### src/hw/axi_read_pkg.sv
// Widths, counts and the slave-side ID layout of the AXI read crossbar, imported by every block
package axi_read_pkg;

    // ========================================
    // Topology
    // ========================================
    localparam int NUM_MASTERS = 2;
    localparam int NUM_SLAVES  = 2;

    // ========================================
    // AXI field widths
    // ========================================
    localparam int ADDR_BITS     = 32;
    localparam int DATA_BITS     = 32;
    localparam int ID_BITS       = 4;
    localparam int SLAVE_ID_BITS = 8;
    localparam int LEN_BITS      = 4;
    localparam int SIZE_BITS     = 3;
    localparam int BURST_BITS    = 2;
    localparam int RESP_BITS     = 2;

    // Address bit that picks slave 0 or slave 1
    localparam int SLAVE_SEL_BIT = 16;

    typedef logic [$clog2(NUM_MASTERS)-1:0] master_idx_t;
    typedef logic [$clog2(NUM_SLAVES)-1:0]  slave_idx_t;

    // Unused bits above the master index
    localparam int ID_PAD_BITS = SLAVE_ID_BITS - $bits(master_idx_t) - ID_BITS;

    // ========================================
    // Slave-side ID
    // ========================================
    // Flat word on the slave bus, split view for routing the return data
    typedef union packed {
        logic [SLAVE_ID_BITS-1:0] flat;
        struct packed {
            logic [ID_PAD_BITS-1:0] pad;
            master_idx_t            master;
            logic [ID_BITS-1:0]     id;
        } split;
    } slave_id_u;

endpackage

### src/hw/ar_target_decode.sv
// Per-master slave decode on the read address and one-outstanding-read tracking for the crossbar
`timescale 1ns/1ps

module ar_target_decode (
    input  logic                                                   ACLK,
    input  logic                                                   ARESETn,
    input  logic [axi_read_pkg::NUM_MASTERS-1:0]                   arvalid_m,
    input  logic [axi_read_pkg::NUM_MASTERS-1:0][axi_read_pkg::ADDR_BITS-1:0]
                                                                   araddr_m,
    input  logic [axi_read_pkg::NUM_SLAVES-1:0][axi_read_pkg::NUM_MASTERS-1:0]
                                                                   ar_ready_to_m,
    input  logic [axi_read_pkg::NUM_MASTERS-1:0]                   r_done,
    output logic [axi_read_pkg::NUM_SLAVES-1:0][axi_read_pkg::NUM_MASTERS-1:0]
                                                                   req,
    output logic [axi_read_pkg::NUM_MASTERS-1:0]                   arready_m
);

    import axi_read_pkg::*;

    slave_idx_t [NUM_MASTERS-1:0] tgt;
    slave_idx_t [NUM_MASTERS-1:0] tgt_r;
    slave_idx_t [NUM_MASTERS-1:0] ready_sel;
    logic       [NUM_MASTERS-1:0] busy;

    // ========================================
    // Decode and ready select
    // ========================================
    always_comb begin
        for (int m = 0; m < NUM_MASTERS; m++) begin
            tgt[m] = slave_idx_t'(araddr_m[m][SLAVE_SEL_BIT]);
            // Once busy, follow the locked port and not the live address
            ready_sel[m] = busy[m] ? tgt_r[m] : tgt[m];
            arready_m[m] = ar_ready_to_m[ready_sel[m]][m];
        end
    end

    // Requests only while the master has nothing in flight
    always_comb begin
        for (int s = 0; s < NUM_SLAVES; s++) begin
            for (int m = 0; m < NUM_MASTERS; m++) begin
                req[s][m] = arvalid_m[m] && !busy[m] && (tgt[m] == slave_idx_t'(s));
            end
        end
    end

    // ========================================
    // Outstanding read per master
    // ========================================
    always_ff @(posedge ACLK) begin
        if (!ARESETn) begin
            busy  <= '0;
            tgt_r <= '0;
        end else begin
            for (int m = 0; m < NUM_MASTERS; m++) begin
                if (arvalid_m[m] && arready_m[m]) begin
                    busy[m]  <= 1'b1;
                    tgt_r[m] <= tgt[m];
                end else if (r_done[m]) begin
                    // Free again the cycle after the last beat
                    busy[m] <= 1'b0;
                end
            end
        end
    end

endmodule

### src/hw/slave_read_port.sv
// One slave's read port: fixed-priority master grant, lock until the last beat, AR field mux
`timescale 1ns/1ps

module slave_read_port (
    input  logic                                                   ACLK,
    input  logic                                                   ARESETn,
    input  logic [axi_read_pkg::NUM_MASTERS-1:0]                   req,
    input  logic [axi_read_pkg::NUM_MASTERS-1:0][axi_read_pkg::ID_BITS-1:0]
                                                                   arid_m,
    input  logic [axi_read_pkg::NUM_MASTERS-1:0][axi_read_pkg::ADDR_BITS-1:0]
                                                                   araddr_m,
    input  logic [axi_read_pkg::NUM_MASTERS-1:0][axi_read_pkg::LEN_BITS-1:0]
                                                                   arlen_m,
    input  logic [axi_read_pkg::NUM_MASTERS-1:0][axi_read_pkg::SIZE_BITS-1:0]
                                                                   arsize_m,
    input  logic [axi_read_pkg::NUM_MASTERS-1:0][axi_read_pkg::BURST_BITS-1:0]
                                                                   arburst_m,
    input  logic                                                   arready_s,
    input  logic                                                   rvalid_s,
    input  logic                                                   rlast_s,
    input  logic                                                   rready_s,
    output logic                                                   arvalid_s,
    output axi_read_pkg::slave_id_u                                arid_s,
    output logic [axi_read_pkg::ADDR_BITS-1:0]                     araddr_s,
    output logic [axi_read_pkg::LEN_BITS-1:0]                      arlen_s,
    output logic [axi_read_pkg::SIZE_BITS-1:0]                     arsize_s,
    output logic [axi_read_pkg::BURST_BITS-1:0]                    arburst_s,
    output logic [axi_read_pkg::NUM_MASTERS-1:0]                   ar_ready_to_m
);

    import axi_read_pkg::*;

    // busy low is IDLE, high is BUSY
    logic        busy;
    logic        held;
    master_idx_t grant_r;
    master_idx_t pick;
    master_idx_t grant;
    logic        ar_hs;
    logic        last_hs;

    // ========================================
    // Arbitration
    // ========================================
    // Lowest index wins
    always_comb begin
        pick = master_idx_t'(0);
        for (int m = NUM_MASTERS - 1; m >= 0; m--) begin
            if (req[m]) begin
                pick = master_idx_t'(m);
            end
        end
    end

    // A stalled address keeps its master until arready_s
    assign grant = held ? grant_r : pick;

    // ========================================
    // Address channel mux
    // ========================================
    always_comb begin
        arvalid_s   = !busy && req[grant];
        araddr_s    = araddr_m[grant];
        arlen_s     = arlen_m[grant];
        arsize_s    = arsize_m[grant];
        arburst_s   = arburst_m[grant];
        // Master index above the master's own ID
        arid_s.flat = {{ID_PAD_BITS{1'b0}}, grant, arid_m[grant]};
        for (int m = 0; m < NUM_MASTERS; m++) begin
            ar_ready_to_m[m] = arvalid_s && arready_s && (grant == master_idx_t'(m));
        end
    end

    assign ar_hs   = arvalid_s && arready_s;
    assign last_hs = rvalid_s && rready_s && rlast_s;

    // ========================================
    // Lock state
    // ========================================
    always_ff @(posedge ACLK) begin
        if (!ARESETn) begin
            busy    <= 1'b0;
            held    <= 1'b0;
            grant_r <= '0;
        end else begin
            grant_r <= grant;
            held    <= arvalid_s && !arready_s;
            if (ar_hs) begin
                busy <= 1'b1;
            end else if (last_hs) begin
                busy <= 1'b0;
            end
        end
    end

endmodule

### src/hw/read_return_router.sv
// Steers each slave's read beats to the master named in the slave ID and returns that master's RREADY
`timescale 1ns/1ps

module read_return_router (
    input  logic [axi_read_pkg::NUM_SLAVES-1:0]                    rvalid_s,
    input  axi_read_pkg::slave_id_u [axi_read_pkg::NUM_SLAVES-1:0] rid_s,
    input  logic [axi_read_pkg::NUM_SLAVES-1:0][axi_read_pkg::DATA_BITS-1:0]
                                                                   rdata_s,
    input  logic [axi_read_pkg::NUM_SLAVES-1:0][axi_read_pkg::RESP_BITS-1:0]
                                                                   rresp_s,
    input  logic [axi_read_pkg::NUM_SLAVES-1:0]                    rlast_s,
    input  logic [axi_read_pkg::NUM_MASTERS-1:0]                   rready_m,
    output logic [axi_read_pkg::NUM_MASTERS-1:0]                   rvalid_m,
    output logic [axi_read_pkg::NUM_MASTERS-1:0][axi_read_pkg::ID_BITS-1:0]
                                                                   rid_m,
    output logic [axi_read_pkg::NUM_MASTERS-1:0][axi_read_pkg::DATA_BITS-1:0]
                                                                   rdata_m,
    output logic [axi_read_pkg::NUM_MASTERS-1:0][axi_read_pkg::RESP_BITS-1:0]
                                                                   rresp_m,
    output logic [axi_read_pkg::NUM_MASTERS-1:0]                   rlast_m,
    output logic [axi_read_pkg::NUM_SLAVES-1:0]                    rready_s,
    output logic [axi_read_pkg::NUM_MASTERS-1:0]                   r_done
);

    import axi_read_pkg::*;

    master_idx_t [NUM_SLAVES-1:0] dest;

    always_comb begin
        for (int s = 0; s < NUM_SLAVES; s++) begin
            dest[s] = rid_s[s].split.master;
        end
    end

    // ========================================
    // Return mux
    // ========================================
    // One outstanding read per master, so at most one slave hits each master
    always_comb begin
        rvalid_m = '0;
        rid_m    = '0;
        rdata_m  = '0;
        rresp_m  = '0;
        rlast_m  = '0;
        rready_s = '0;
        for (int m = 0; m < NUM_MASTERS; m++) begin
            for (int s = 0; s < NUM_SLAVES; s++) begin
                if (!rvalid_m[m] && rvalid_s[s] && (dest[s] == master_idx_t'(m))) begin
                    rvalid_m[m] = 1'b1;
                    rid_m[m]    = rid_s[s].split.id;
                    rdata_m[m]  = rdata_s[s];
                    rresp_m[m]  = rresp_s[s];
                    rlast_m[m]  = rlast_s[s];
                    rready_s[s] = rready_m[m];
                end
            end
        end
    end

    // Pulse on the master's last-beat handshake
    assign r_done = rvalid_m & rready_m & rlast_m;

endmodule

### src/hw/axi_read_xbar.sv
// Top level of the two-master, two-slave AXI read crossbar; connect masters and slaves here
`timescale 1ns/1ps

module axi_read_xbar (
    input  logic                                                   ACLK,
    input  logic                                                   ARESETn,

    // ========================================
    // Master side
    // ========================================
    input  logic [axi_read_pkg::NUM_MASTERS-1:0]                   arvalid_m,
    output logic [axi_read_pkg::NUM_MASTERS-1:0]                   arready_m,
    input  logic [axi_read_pkg::NUM_MASTERS-1:0][axi_read_pkg::ID_BITS-1:0]
                                                                   arid_m,
    input  logic [axi_read_pkg::NUM_MASTERS-1:0][axi_read_pkg::ADDR_BITS-1:0]
                                                                   araddr_m,
    input  logic [axi_read_pkg::NUM_MASTERS-1:0][axi_read_pkg::LEN_BITS-1:0]
                                                                   arlen_m,
    input  logic [axi_read_pkg::NUM_MASTERS-1:0][axi_read_pkg::SIZE_BITS-1:0]
                                                                   arsize_m,
    input  logic [axi_read_pkg::NUM_MASTERS-1:0][axi_read_pkg::BURST_BITS-1:0]
                                                                   arburst_m,
    output logic [axi_read_pkg::NUM_MASTERS-1:0]                   rvalid_m,
    input  logic [axi_read_pkg::NUM_MASTERS-1:0]                   rready_m,
    output logic [axi_read_pkg::NUM_MASTERS-1:0][axi_read_pkg::ID_BITS-1:0]
                                                                   rid_m,
    output logic [axi_read_pkg::NUM_MASTERS-1:0][axi_read_pkg::DATA_BITS-1:0]
                                                                   rdata_m,
    output logic [axi_read_pkg::NUM_MASTERS-1:0][axi_read_pkg::RESP_BITS-1:0]
                                                                   rresp_m,
    output logic [axi_read_pkg::NUM_MASTERS-1:0]                   rlast_m,

    // ========================================
    // Slave side
    // ========================================
    output logic [axi_read_pkg::NUM_SLAVES-1:0]                    arvalid_s,
    input  logic [axi_read_pkg::NUM_SLAVES-1:0]                    arready_s,
    output logic [axi_read_pkg::NUM_SLAVES-1:0][axi_read_pkg::SLAVE_ID_BITS-1:0]
                                                                   arid_s,
    output logic [axi_read_pkg::NUM_SLAVES-1:0][axi_read_pkg::ADDR_BITS-1:0]
                                                                   araddr_s,
    output logic [axi_read_pkg::NUM_SLAVES-1:0][axi_read_pkg::LEN_BITS-1:0]
                                                                   arlen_s,
    output logic [axi_read_pkg::NUM_SLAVES-1:0][axi_read_pkg::SIZE_BITS-1:0]
                                                                   arsize_s,
    output logic [axi_read_pkg::NUM_SLAVES-1:0][axi_read_pkg::BURST_BITS-1:0]
                                                                   arburst_s,
    input  logic [axi_read_pkg::NUM_SLAVES-1:0]                    rvalid_s,
    output logic [axi_read_pkg::NUM_SLAVES-1:0]                    rready_s,
    input  logic [axi_read_pkg::NUM_SLAVES-1:0][axi_read_pkg::SLAVE_ID_BITS-1:0]
                                                                   rid_s,
    input  logic [axi_read_pkg::NUM_SLAVES-1:0][axi_read_pkg::DATA_BITS-1:0]
                                                                   rdata_s,
    input  logic [axi_read_pkg::NUM_SLAVES-1:0][axi_read_pkg::RESP_BITS-1:0]
                                                                   rresp_s,
    input  logic [axi_read_pkg::NUM_SLAVES-1:0]                    rlast_s
);

    import axi_read_pkg::*;

    logic [NUM_SLAVES-1:0][NUM_MASTERS-1:0] req;
    logic [NUM_SLAVES-1:0][NUM_MASTERS-1:0] ar_ready_to_m;
    logic [NUM_MASTERS-1:0]                 r_done;

    ar_target_decode ar_target_decode_i (
        .ACLK          (ACLK),
        .ARESETn       (ARESETn),
        .arvalid_m     (arvalid_m),
        .araddr_m      (araddr_m),
        .ar_ready_to_m (ar_ready_to_m),
        .r_done        (r_done),
        .req           (req),
        .arready_m     (arready_m)
    );

    // One port per slave
    for (genvar s = 0; s < NUM_SLAVES; s++) begin : g_slave
        slave_read_port slave_read_port_i (
            .ACLK          (ACLK),
            .ARESETn       (ARESETn),
            .req           (req[s]),
            .arid_m        (arid_m),
            .araddr_m      (araddr_m),
            .arlen_m       (arlen_m),
            .arsize_m      (arsize_m),
            .arburst_m     (arburst_m),
            .arready_s     (arready_s[s]),
            .rvalid_s      (rvalid_s[s]),
            .rlast_s       (rlast_s[s]),
            .rready_s      (rready_s[s]),
            .arvalid_s     (arvalid_s[s]),
            .arid_s        (arid_s[s]),
            .araddr_s      (araddr_s[s]),
            .arlen_s       (arlen_s[s]),
            .arsize_s      (arsize_s[s]),
            .arburst_s     (arburst_s[s]),
            .ar_ready_to_m (ar_ready_to_m[s])
        );
    end

    read_return_router read_return_router_i (
        .rvalid_s (rvalid_s),
        .rid_s    (rid_s),
        .rdata_s  (rdata_s),
        .rresp_s  (rresp_s),
        .rlast_s  (rlast_s),
        .rready_m (rready_m),
        .rvalid_m (rvalid_m),
        .rid_m    (rid_m),
        .rdata_m  (rdata_m),
        .rresp_m  (rresp_m),
        .rlast_m  (rlast_m),
        .rready_s (rready_s),
        .r_done   (r_done)
    );

endmodule

### config.mk
export PLATFORM = sky130hd
export DESIGN_NAME = axi_read_xbar
export DESIGN_NICKNAME = d
export VERILOG_FILES = /design/src/hw/axi_read_pkg.sv /design/src/hw/ar_target_decode.sv /design/src/hw/slave_read_port.sv /design/src/hw/read_return_router.sv /design/src/hw/axi_read_xbar.sv
export SDC_FILE = /design/constraint.sdc
export NUM_CORES = 1
export LEC_CHECK = 0
export BUFFER_PORTS_ARGS = -buffer_cell sky130_fd_sc_hd__buf_2
export CAP_MARGIN = 15
export CELL_PAD_IN_SITES_DETAIL_PLACEMENT = 0
export CELL_PAD_IN_SITES_GLOBAL_PLACEMENT = 2
export CORE_MARGIN = 5
export CORE_UTILIZATION = 14
export CTS_BUF_LIST = sky130_fd_sc_hd__clkbuf_4 sky130_fd_sc_hd__clkbuf_8
export DETAILED_ROUTE_END_ITERATION = 10
export PLACE_DENSITY = 0.95
export SLEW_MARGIN = 20
export SYNTH_ARGS = -nofsm -noshare
export SYNTH_HDL_FRONTEND = slang
export SYNTH_SLANG_ARGS = --single-unit
### constraint.sdc
create_clock -name ACLK -period 3.6 [get_ports ACLK]
set_clock_uncertainty 0.1 [all_clocks]
set_input_delay 0.36 -clock ACLK [delete_from_list [all_inputs] [get_ports ACLK]]
set_output_delay 0.36 -clock ACLK [all_outputs]
set_load 0.01 [all_outputs]
==> impl_metrics.env, run 1 <==
export IMPL_crit_type="flop to output port"
export IMPL_wl_met1_mm=4.050
export IMPL_dp_hpwl_mm=11.01
export IMPL_rows=49
export IMPL_cts_tree="built"
export IMPL_vias=3691
export IMPL_yosys_area_top_type="mux2_2"
export IMPL_portBuffers=357
export IMPL_wl_met3_mm=1.444
export IMPL_ys_top_cells_by_area="mux2_2 (27%), a22o_1 (27%), mux2_1 (13%)"
export IMPL_grt_pass1_vias=3649
export IMPL_globalRoute_totalOverflow=0
export IMPL_yosysSeqAreaShare=0.06384
export IMPL_cp_slowest_cell="buf_4"
export IMPL_worstPathMaxFanout=46
export IMPL_max_cap_viol_count=0
export IMPL_grt_max_degree=47
export IMPL_cts_htree_levels=1
export IMPL_grt_antenna_before_repair=1
export IMPL_netlist_area_um2=2509
export IMPL_grt_pass1_wl_mm=17.92
export IMPL_netlist_instances=286
export IMPL_slowest_delay_ns=0.52
export IMPL_n_fill_cell=1967
export IMPL_clock_fmax_mhz=371.7
export IMPL_drv_slew=0
export IMPL_power_density_nw_per_um2=191.0
export IMPL_p_leak_nw=2.434
export IMPL_setup_tns_ns=0
export IMPL_setup_viol=0
export IMPL_syn_area_per_cell_um2=8.772
export IMPL_post_cts_resized=0
export IMPL_outcome="completed"
export IMPL_wl_met2_mm=7.144
export IMPL_fp_dieH_um=143.9
export IMPL_cts_num_sinks=8
export IMPL_clkPwrFrac=0.127
export IMPL_switchingPower_w=0.0003694
export IMPL_clk_pin_slew_ns=0.04
export IMPL_routed_via_density=4.353
export IMPL_crit_required_ns=3.14
export IMPL_first_iter_violations=34
export IMPL_core_area_um2=17780
export IMPL_crit_family="buffers and inverters"
export IMPL_yosys_register_bits=8
export IMPL_ir_drop_mv=0.07068
export IMPL_first_pass_iters=4
export IMPL_finalCriticalPeriod_ns=2.690
export IMPL_hold_path_class="primary input to flop"
export IMPL_io_pins=370
export IMPL_arrival_ns=2.23
export IMPL_p_int_w=0.0004900
export IMPL_cp_start_kind="flop"
export IMPL_rsz0062_at_grt="no"
export IMPL_drtAntennaViolNets=0
export IMPL_worstMarginPinSlew_ns=0.6307
export IMPL_postLayoutCoreUtil=0.2531
export IMPL_layout_nets=806
export IMPL_grtUsageTotal=0.1050
export IMPL_drt_total_wl_mm=12.78
export IMPL_holdBufCountCts=0
export IMPL_pre_cts_ws_ns=1.009
export IMPL_crit_path_end_kind="output port"
export IMPL_drive_gt1_frac=0.6974
export IMPL_cts_setup_buffers=0
export IMPL_seq_power_share=0.119
export IMPL_post_drt_wl_per_cell_um=15.07
export IMPL_syn2layout_area_growth_pct=79.35
export IMPL_timing_final_crit_share=0.7473
export IMPL_slew_headroom=0.5786
export IMPL_place_congestion=0.7863
export IMPL_synth_top_area_share=0.2693
export IMPL_drcViolationCount=0
export IMPL_netlist_cell_type_count=39
export IMPL_clkLatencyLatePin_ns=0.23
export IMPL_clock_path_buffers=2
export IMPL_synth_warnings=0
export IMPL_cts_buffers=3
export IMPL_root_buffer="clkbuf_8"
export IMPL_path_cells="nand3b_1 -> o31ai_4 -> buf_4 -> mux2_2 -> buf_2"
export IMPL_worstPathBufferInverterCount=2
export IMPL_setup_slack_ns=0.9097
export IMPL_combPwrFrac=0.754
export IMPL_finalHoldViolCount=0
export IMPL_die_area_um2=20700
export IMPL_die_x_um=143.9
export IMPL_top_layer="met4"
export IMPL_initial_utilization=0.1411
export IMPL_sw_frac_of_total=0.4298
[power groups by stage]
stage	Combinational [W]	Sequential (W)	Clock, W
after floorplan	0.000356	0.000102	0
after global placement	0.000656	0.000103	0
after detailed placement	0.000656	0.000103	0
after CTS	0.000659	0.000102	0.000113
after global routing	0.000705	0.000103	0.000117
final	0.000648	0.000102	0.000109
[routing by layer]
| layer | vias up | GRT usage |
|---|---|---|
| met2 | 218 | 0.2264 |
| met5 | - | 0 |
| met3 | 6 | 0.02030 |
| met4 | 0 | 0.02775 |
| li1 | 1784 | - |
| met1 | 1683 | 0.09690 |
[layout make-up]
class | count | area [µm²] | share of cell area
Multi-Input combinational cell | 241 | 2153 | 0.4786
Timing Repair Buffer | 363 | 1844 | 0.4099
Tap cell | 229 | 286.5 | 0.06368
Sequential cell | 8 | 160.2 | 0.03560
Clock buffer | 3 | 41.29 | 0.009177
Inverter | 3 | 11.26 | 0.002503
Antenna cell | 1 | 2.502 | 0.0005562
[layout by cell type, fill, tap and decap left out, drive strengths merged, types with 2 or more instances in the layout]
cell,instances
buf,363
mux2,90
a22o,76
nand2,17
dfxtp,8
conb,6
nand2b,5
nor2b,5
a21oi,4
nor2,4
nand3,3
and2,3
and3b,3
inv,3
clkbuf,3
nand3b,2
o31ai,2
nor3b,2
or3b,2
mux2i,2
o21a,2
[worst register-to-register path: cells and delay by family, from the launching register on]
kind            cells  cell delay, ns
flops               1            0.33
simple gates        3            0.96
compound gates      1            0.15
[synthesized netlist by cell type]
| library cell | number |
|---|---|
| o2111ai_1 | 1 |
| nand2b_1 | 5 |
| clkbuf_1 | 16 |
| a21oi_1 | 4 |
| o22ai_1 | 1 |
| nor3_1 | 1 |
| buf_6 | 3 |
| o31ai_2 | 1 |
| o2bb2ai_1 | 1 |
| inv_1 | 3 |
| mux2i_1 | 2 |
| o21a_1 | 2 |
| nand3_1 | 3 |
| buf_4 | 16 |
| o211ai_1 | 1 |
| a221oi_1 | 1 |
| a2111oi_0 | 1 |
| nand2_1 | 17 |
| nor2_1 | 4 |
| nand3b_1 | 2 |
| o31ai_1 | 1 |
| mux2_1 | 30 |
| a21boi_0 | 1 |
| dfxtp_1 | 8 |
| a22o_1 | 76 |
| o21ai_0 | 1 |
| nor3b_1 | 2 |
| and2_1 | 3 |
| a41oi_1 | 1 |
| or3_1 | 1 |
| conb_1 | 1 |
| nor2b_1 | 5 |
| and3_1 | 1 |
| a32o_1 | 1 |
| buf_1 | 1 |
| buf_2 | 3 |
| or3b_1 | 2 |
| and3b_1 | 3 |
| mux2_2 | 60 |
[kinds of logic after synthesis]
logic type	after synthesis	share of synthesized area
AO/OA/AOI/OAI	94	0.3192
multiplexers	92	0.4120
AND/OR/NAND/NOR	49	0.1062
buffers and inverters	42	0.09726
flip-flops	8	0.06384
other	1	0.001495
[sequential cells by signal, summed over array words and instances (netlist names)]
signal,count
g_slave.slave_read_port_i.busy,2
g_slave.slave_read_port_i.grant_r,2
g_slave.slave_read_port_i.held,2
ar_target_decode_i.busy,2
[metrics by stage]
step	area [µm²]	total power, W	hold WS (ns)	instances
2_1_floorplan	2527	0.0004573	0.3533	291
3_3_place_gp	4456	0.0007596	0.3754	844
3_5_place_dp	4456	0.0007593	0.3795	844
4_1_cts	4497	0.0008744	0.3149	847
5_1_grt	4499	0.0009247	0.3231	848
6_report	4499	0.0008594	0.3184	848
[final timing paths]
check	to	slack [ns]	cells after the start	startpoint
max	arid_s[11]	0.91	5	ar_target_decode_i.busy[1]$_SDFFE_PN0P_
min	g_slave[0].slave_read_port_i.held$_SDFF_PN0_	0.32	2	arready_s[0]
max reg2reg	g_slave[0].slave_read_port_i.held$_SDFF_PN0_	2.00	4	ar_target_decode_i.busy[0]$_SDFFE_PN0P_
min reg2reg	g_slave[1].slave_read_port_i.busy$_SDFFE_PN0P_	0.38	2	g_slave[1].slave_read_port_i.busy$_SDFFE_PN0P_
Note: power is estimated with default switching activity, not from simulation.
==> inputs of run 2 (changes only) <==
- ABC_AREA: unset -> 1
- CORE_UTILIZATION: 14 -> 11
- PLACE_DENSITY: 0.95 -> 0.92
- clock period: 3.6 -> 2.65 ns (I/O delays scaled with it)
==> impl_metrics.env, run 2 <==
export IMPL_dp_hpwl_mm=12.45
export IMPL_synth_top_family_by_area="compound AO/OA/AOI/OAI gates"
export IMPL_worstPathBufferInverterCount=3
export IMPL_worstPathMaxFanout=27
export IMPL_combPwrFrac=0.756
export IMPL_yosys_register_bits=8
export IMPL_routed_via_density=3.884
export IMPL_clock_path_buffers=2
export IMPL_p_int_w=0.0005878
export IMPL_antenna_cells=0
export IMPL_crit_path_end_kind="output port"
export IMPL_core_area_um2=22430
export IMPL_sw_frac_of_total=0.4873
export IMPL_worstRegToRegCells=9
export IMPL_netlist_cell_type_count=20
export IMPL_initial_utilization=0.1109
export IMPL_slowest_delay_ns=0.35
export IMPL_post_drt_wl_per_cell_um=12.97
export IMPL_setup_viol=0
export IMPL_first_pass_iters=5
export IMPL_fp_dieH_um=160.4
export IMPL_portBuffers=357
export IMPL_rows=55
export IMPL_crit_type="flop to output port"
export IMPL_regArea_um2=160.2
export IMPL_crit_required_ns=2.29
export IMPL_setup_tns_ns=0
export IMPL_layout_commonest_cell="buf_2"
export IMPL_netlist_instances=508
export IMPL_setup_slack_ns=0.3587
export IMPL_post_cts_resized=0
export IMPL_cp_start_kind="flop"
export IMPL_clkPwrFrac=0.128
export IMPL_postLayoutCoreUtil=0.2011
export IMPL_outcome="completed"
export IMPL_wl_met3_mm=1.193
export IMPL_holdBufCountCts=0
export IMPL_wl_met2_mm=7.569
export IMPL_drive_gt1_frac=0.4454
export IMPL_die_area_um2=25720
export IMPL_cts_htree_levels=1
export IMPL_ys_async_sr_fraction=0
export IMPL_r2r_end="ar_target_decode_i.busy[1]$_SDFFE_PN0P_"
export IMPL_whs_path_depth=2
export IMPL_rsz0062_at_grt="no"
export IMPL_grt_pass1_wl_mm=21.39
export IMPL_pre_cts_ws_ns=0.5127
export IMPL_finalCriticalPeriod_ns=2.291
export IMPL_ys_flop_type="dfxtp_1"
export IMPL_die_x_um=160.4
export IMPL_cp_slowest_cell="buf_4"
export IMPL_clock_fmax_mhz=436.4
export IMPL_drt_total_wl_mm=14.50
export IMPL_crit_top_cell="nand2_1"
export IMPL_synth_edf_count=0
export IMPL_hold_path_class="primary input to flop"
export IMPL_multiInputGateArea_um2=1560
export IMPL_synthAdderAreaFrac=0
export IMPL_seq_power_share=0.116
export IMPL_layout_nets=1021
export IMPL_dp_cells=1115
export IMPL_globalRoute_totalOverflow=0
export IMPL_netlist_area_um2=2487
export IMPL_root_buffer="clkbuf_8"
export IMPL_syn_area_per_cell_um2=4.896
export IMPL_cts_tree="built"
export IMPL_grt_max_degree=93
export IMPL_cts_setup_buffers=0
export IMPL_drtAntennaViolNets=0
export IMPL_top_layer="met5"
export IMPL_instances_no_fill=1118
export IMPL_yosysMostFrequentCell="inv_1"
export IMPL_n_fill_cell=2651
export IMPL_layout_common_cells="buf_2 (357), inv_1 (139), nand2_1 (114)"
export IMPL_yosys_area_top_type="inv_1"
export IMPL_power_density_nw_per_um2=254.1
export IMPL_regToRegSetupSlack_ns=1.03
export IMPL_drv_slew=0
export IMPL_place_congestion=0.8683
export IMPL_synth_compound_area_frac=0.3949
export IMPL_vias=4342
export IMPL_synth_common_cells="inv_1 (139), nand2_1 (115), o21ai_0 (80), o22ai_1 (80), buf_4 (19)"
export IMPL_path_cells="inv_1 -> nand2_1 -> nor2_1 -> nand3_1 -> nand2_2 -> buf_4 -> nand2_1 -> o21ai_0 -> buf_2"
export IMPL_muxShareOfSynthArea=0
export IMPL_io_pins=370
export IMPL_timing_final_crit_share=0.8646
export IMPL_cts_num_sinks=8
export IMPL_wl_met1_mm=5.641
export IMPL_yosysSeqAreaShare=0.06439
export IMPL_timing_rr_start="ar_target_decode_i.busy[0]$_SDFFE_PN0P_"
export IMPL_cts_buffers=3
export IMPL_grt_antenna_before_repair=2
export IMPL_switchingPower_w=0.0005588
export IMPL_yosys_area_share_simple=0.2193
export IMPL_holdPathEnd="g_slave[1].slave_read_port_i.held$_SDFF_PN0_"
export IMPL_grt_pass1_vias=3934
export IMPL_ir_drop_mv=0.09219
export IMPL_ys_top_cells_by_area="inv_1 (21%), o22ai_1 (20%), nand2_1 (17%)"
export IMPL_clkLatencyLatePin_ns=0.23
export IMPL_finalHoldViolCount=0
export IMPL_syn2layout_area_growth_pct=81.39
export IMPL_clk_pin_slew_ns=0.04
export IMPL_synth_warnings=0
export IMPL_max_cap_viol_count=0
export IMPL_grtUsageTotal=0.1006
export IMPL_crit_family="simple AND/OR/NAND/NOR gates"
export IMPL_p_leak_nw=2.832
export IMPL_first_iter_violations=260
export IMPL_synth_top_area_share=0.2098
export IMPL_arrival_ns=1.93
export IMPL_power_w=0.001147
export IMPL_drcViolationCount=0
export IMPL_hp_start="arready_s[1]"
export IMPL_synthXorXnorAreaFrac=0
-- run 2: cell count changes after synthesis, sizes merged, moves of 5 or more --
cell | previous run | this run
mux2 | 90 | 0
o22ai | 1 | 80
nand2 | 17 | 115
nand2b | 5 | 0
a22o | 76 | 0
buf | 23 | 39
inv | 3 | 139
nor2b | 5 | 0
clkbuf | 16 | 9
o21ai | 1 | 91
nand3 | 3 | 8
-- run 2: layout make-up --
type / count / share of cell area
Inverter: 139 / 0.1156
Multi-Input combinational cell: 318 / 0.3458
Clock buffer: 3 / 0.009151
Tap cell: 285 / 0.07903
Timing Repair Buffer: 365 / 0.4149
Sequential cell: 8 / 0.03550
-- run 2: power by group through the flow --
stage	Sequential (W)	Combinational (W)	Clock, W
after floorplan	0.000133	0.000458	0
after global placement	0.000135	0.000877	0
after detailed placement	0.000135	0.000875	0
after CTS	0.000133	0.000879	0.000152
after global routing	0.000133	0.000965	0.000160
final	0.000133	0.000867	0.000147
-- run 2: cell families (layout without fill, tap and decap cells) --
group	Yosys count	in the layout
other cells	1	6
flops	8	8
simple gates	137	137
compound gates	175	175
buf+inv	187	507
-- run 2: worst max-delay path by stage --
stage / from / endpoint / slack [ns] / depth (start not counted)
final: ar_target_decode_i.busy[1]$_SDFFE_PN0P_ / araddr_s[21] / 0.36 / 9
after global routing: ar_target_decode_i.busy[1]$_SDFFE_PN0P_ / araddr_s[17] / 0.16 / 9
after CTS: ar_target_decode_i.busy[1]$_SDFFE_PN0P_ / araddr_s[21] / 0.35 / 9
after detailed placement: araddr_m[16] / araddr_s[28] / 0.51 / 9
after global placement: araddr_m[16] / araddr_s[28] / 0.54 / 9
after floorplan: ar_target_decode_i.busy[0]$_SDFFE_PN0P_ / araddr_s[31] / 1.07 / 7
-- run 2: per-stage QoR --
stage                     area [µm²]  hold slack [ns]
after detailed placement        4471           0.3642
after floorplan                 2506           0.2432
after global placement          4471           0.3628
after global routing            4512           0.1616
final                           4512           0.1469
after CTS                       4512           0.1422
-- run 2: layer usage --
| metal | global-route usage | vias up |
|---|---|---|
| met5 | 0 | - |
| li1 | - | 2266 |
| met1 | 0.1208 | 1886 |
| met3 | 0.02746 | 11 |
| met2 | 0.1863 | 175 |
| met4 | 0.008213 | 4 |
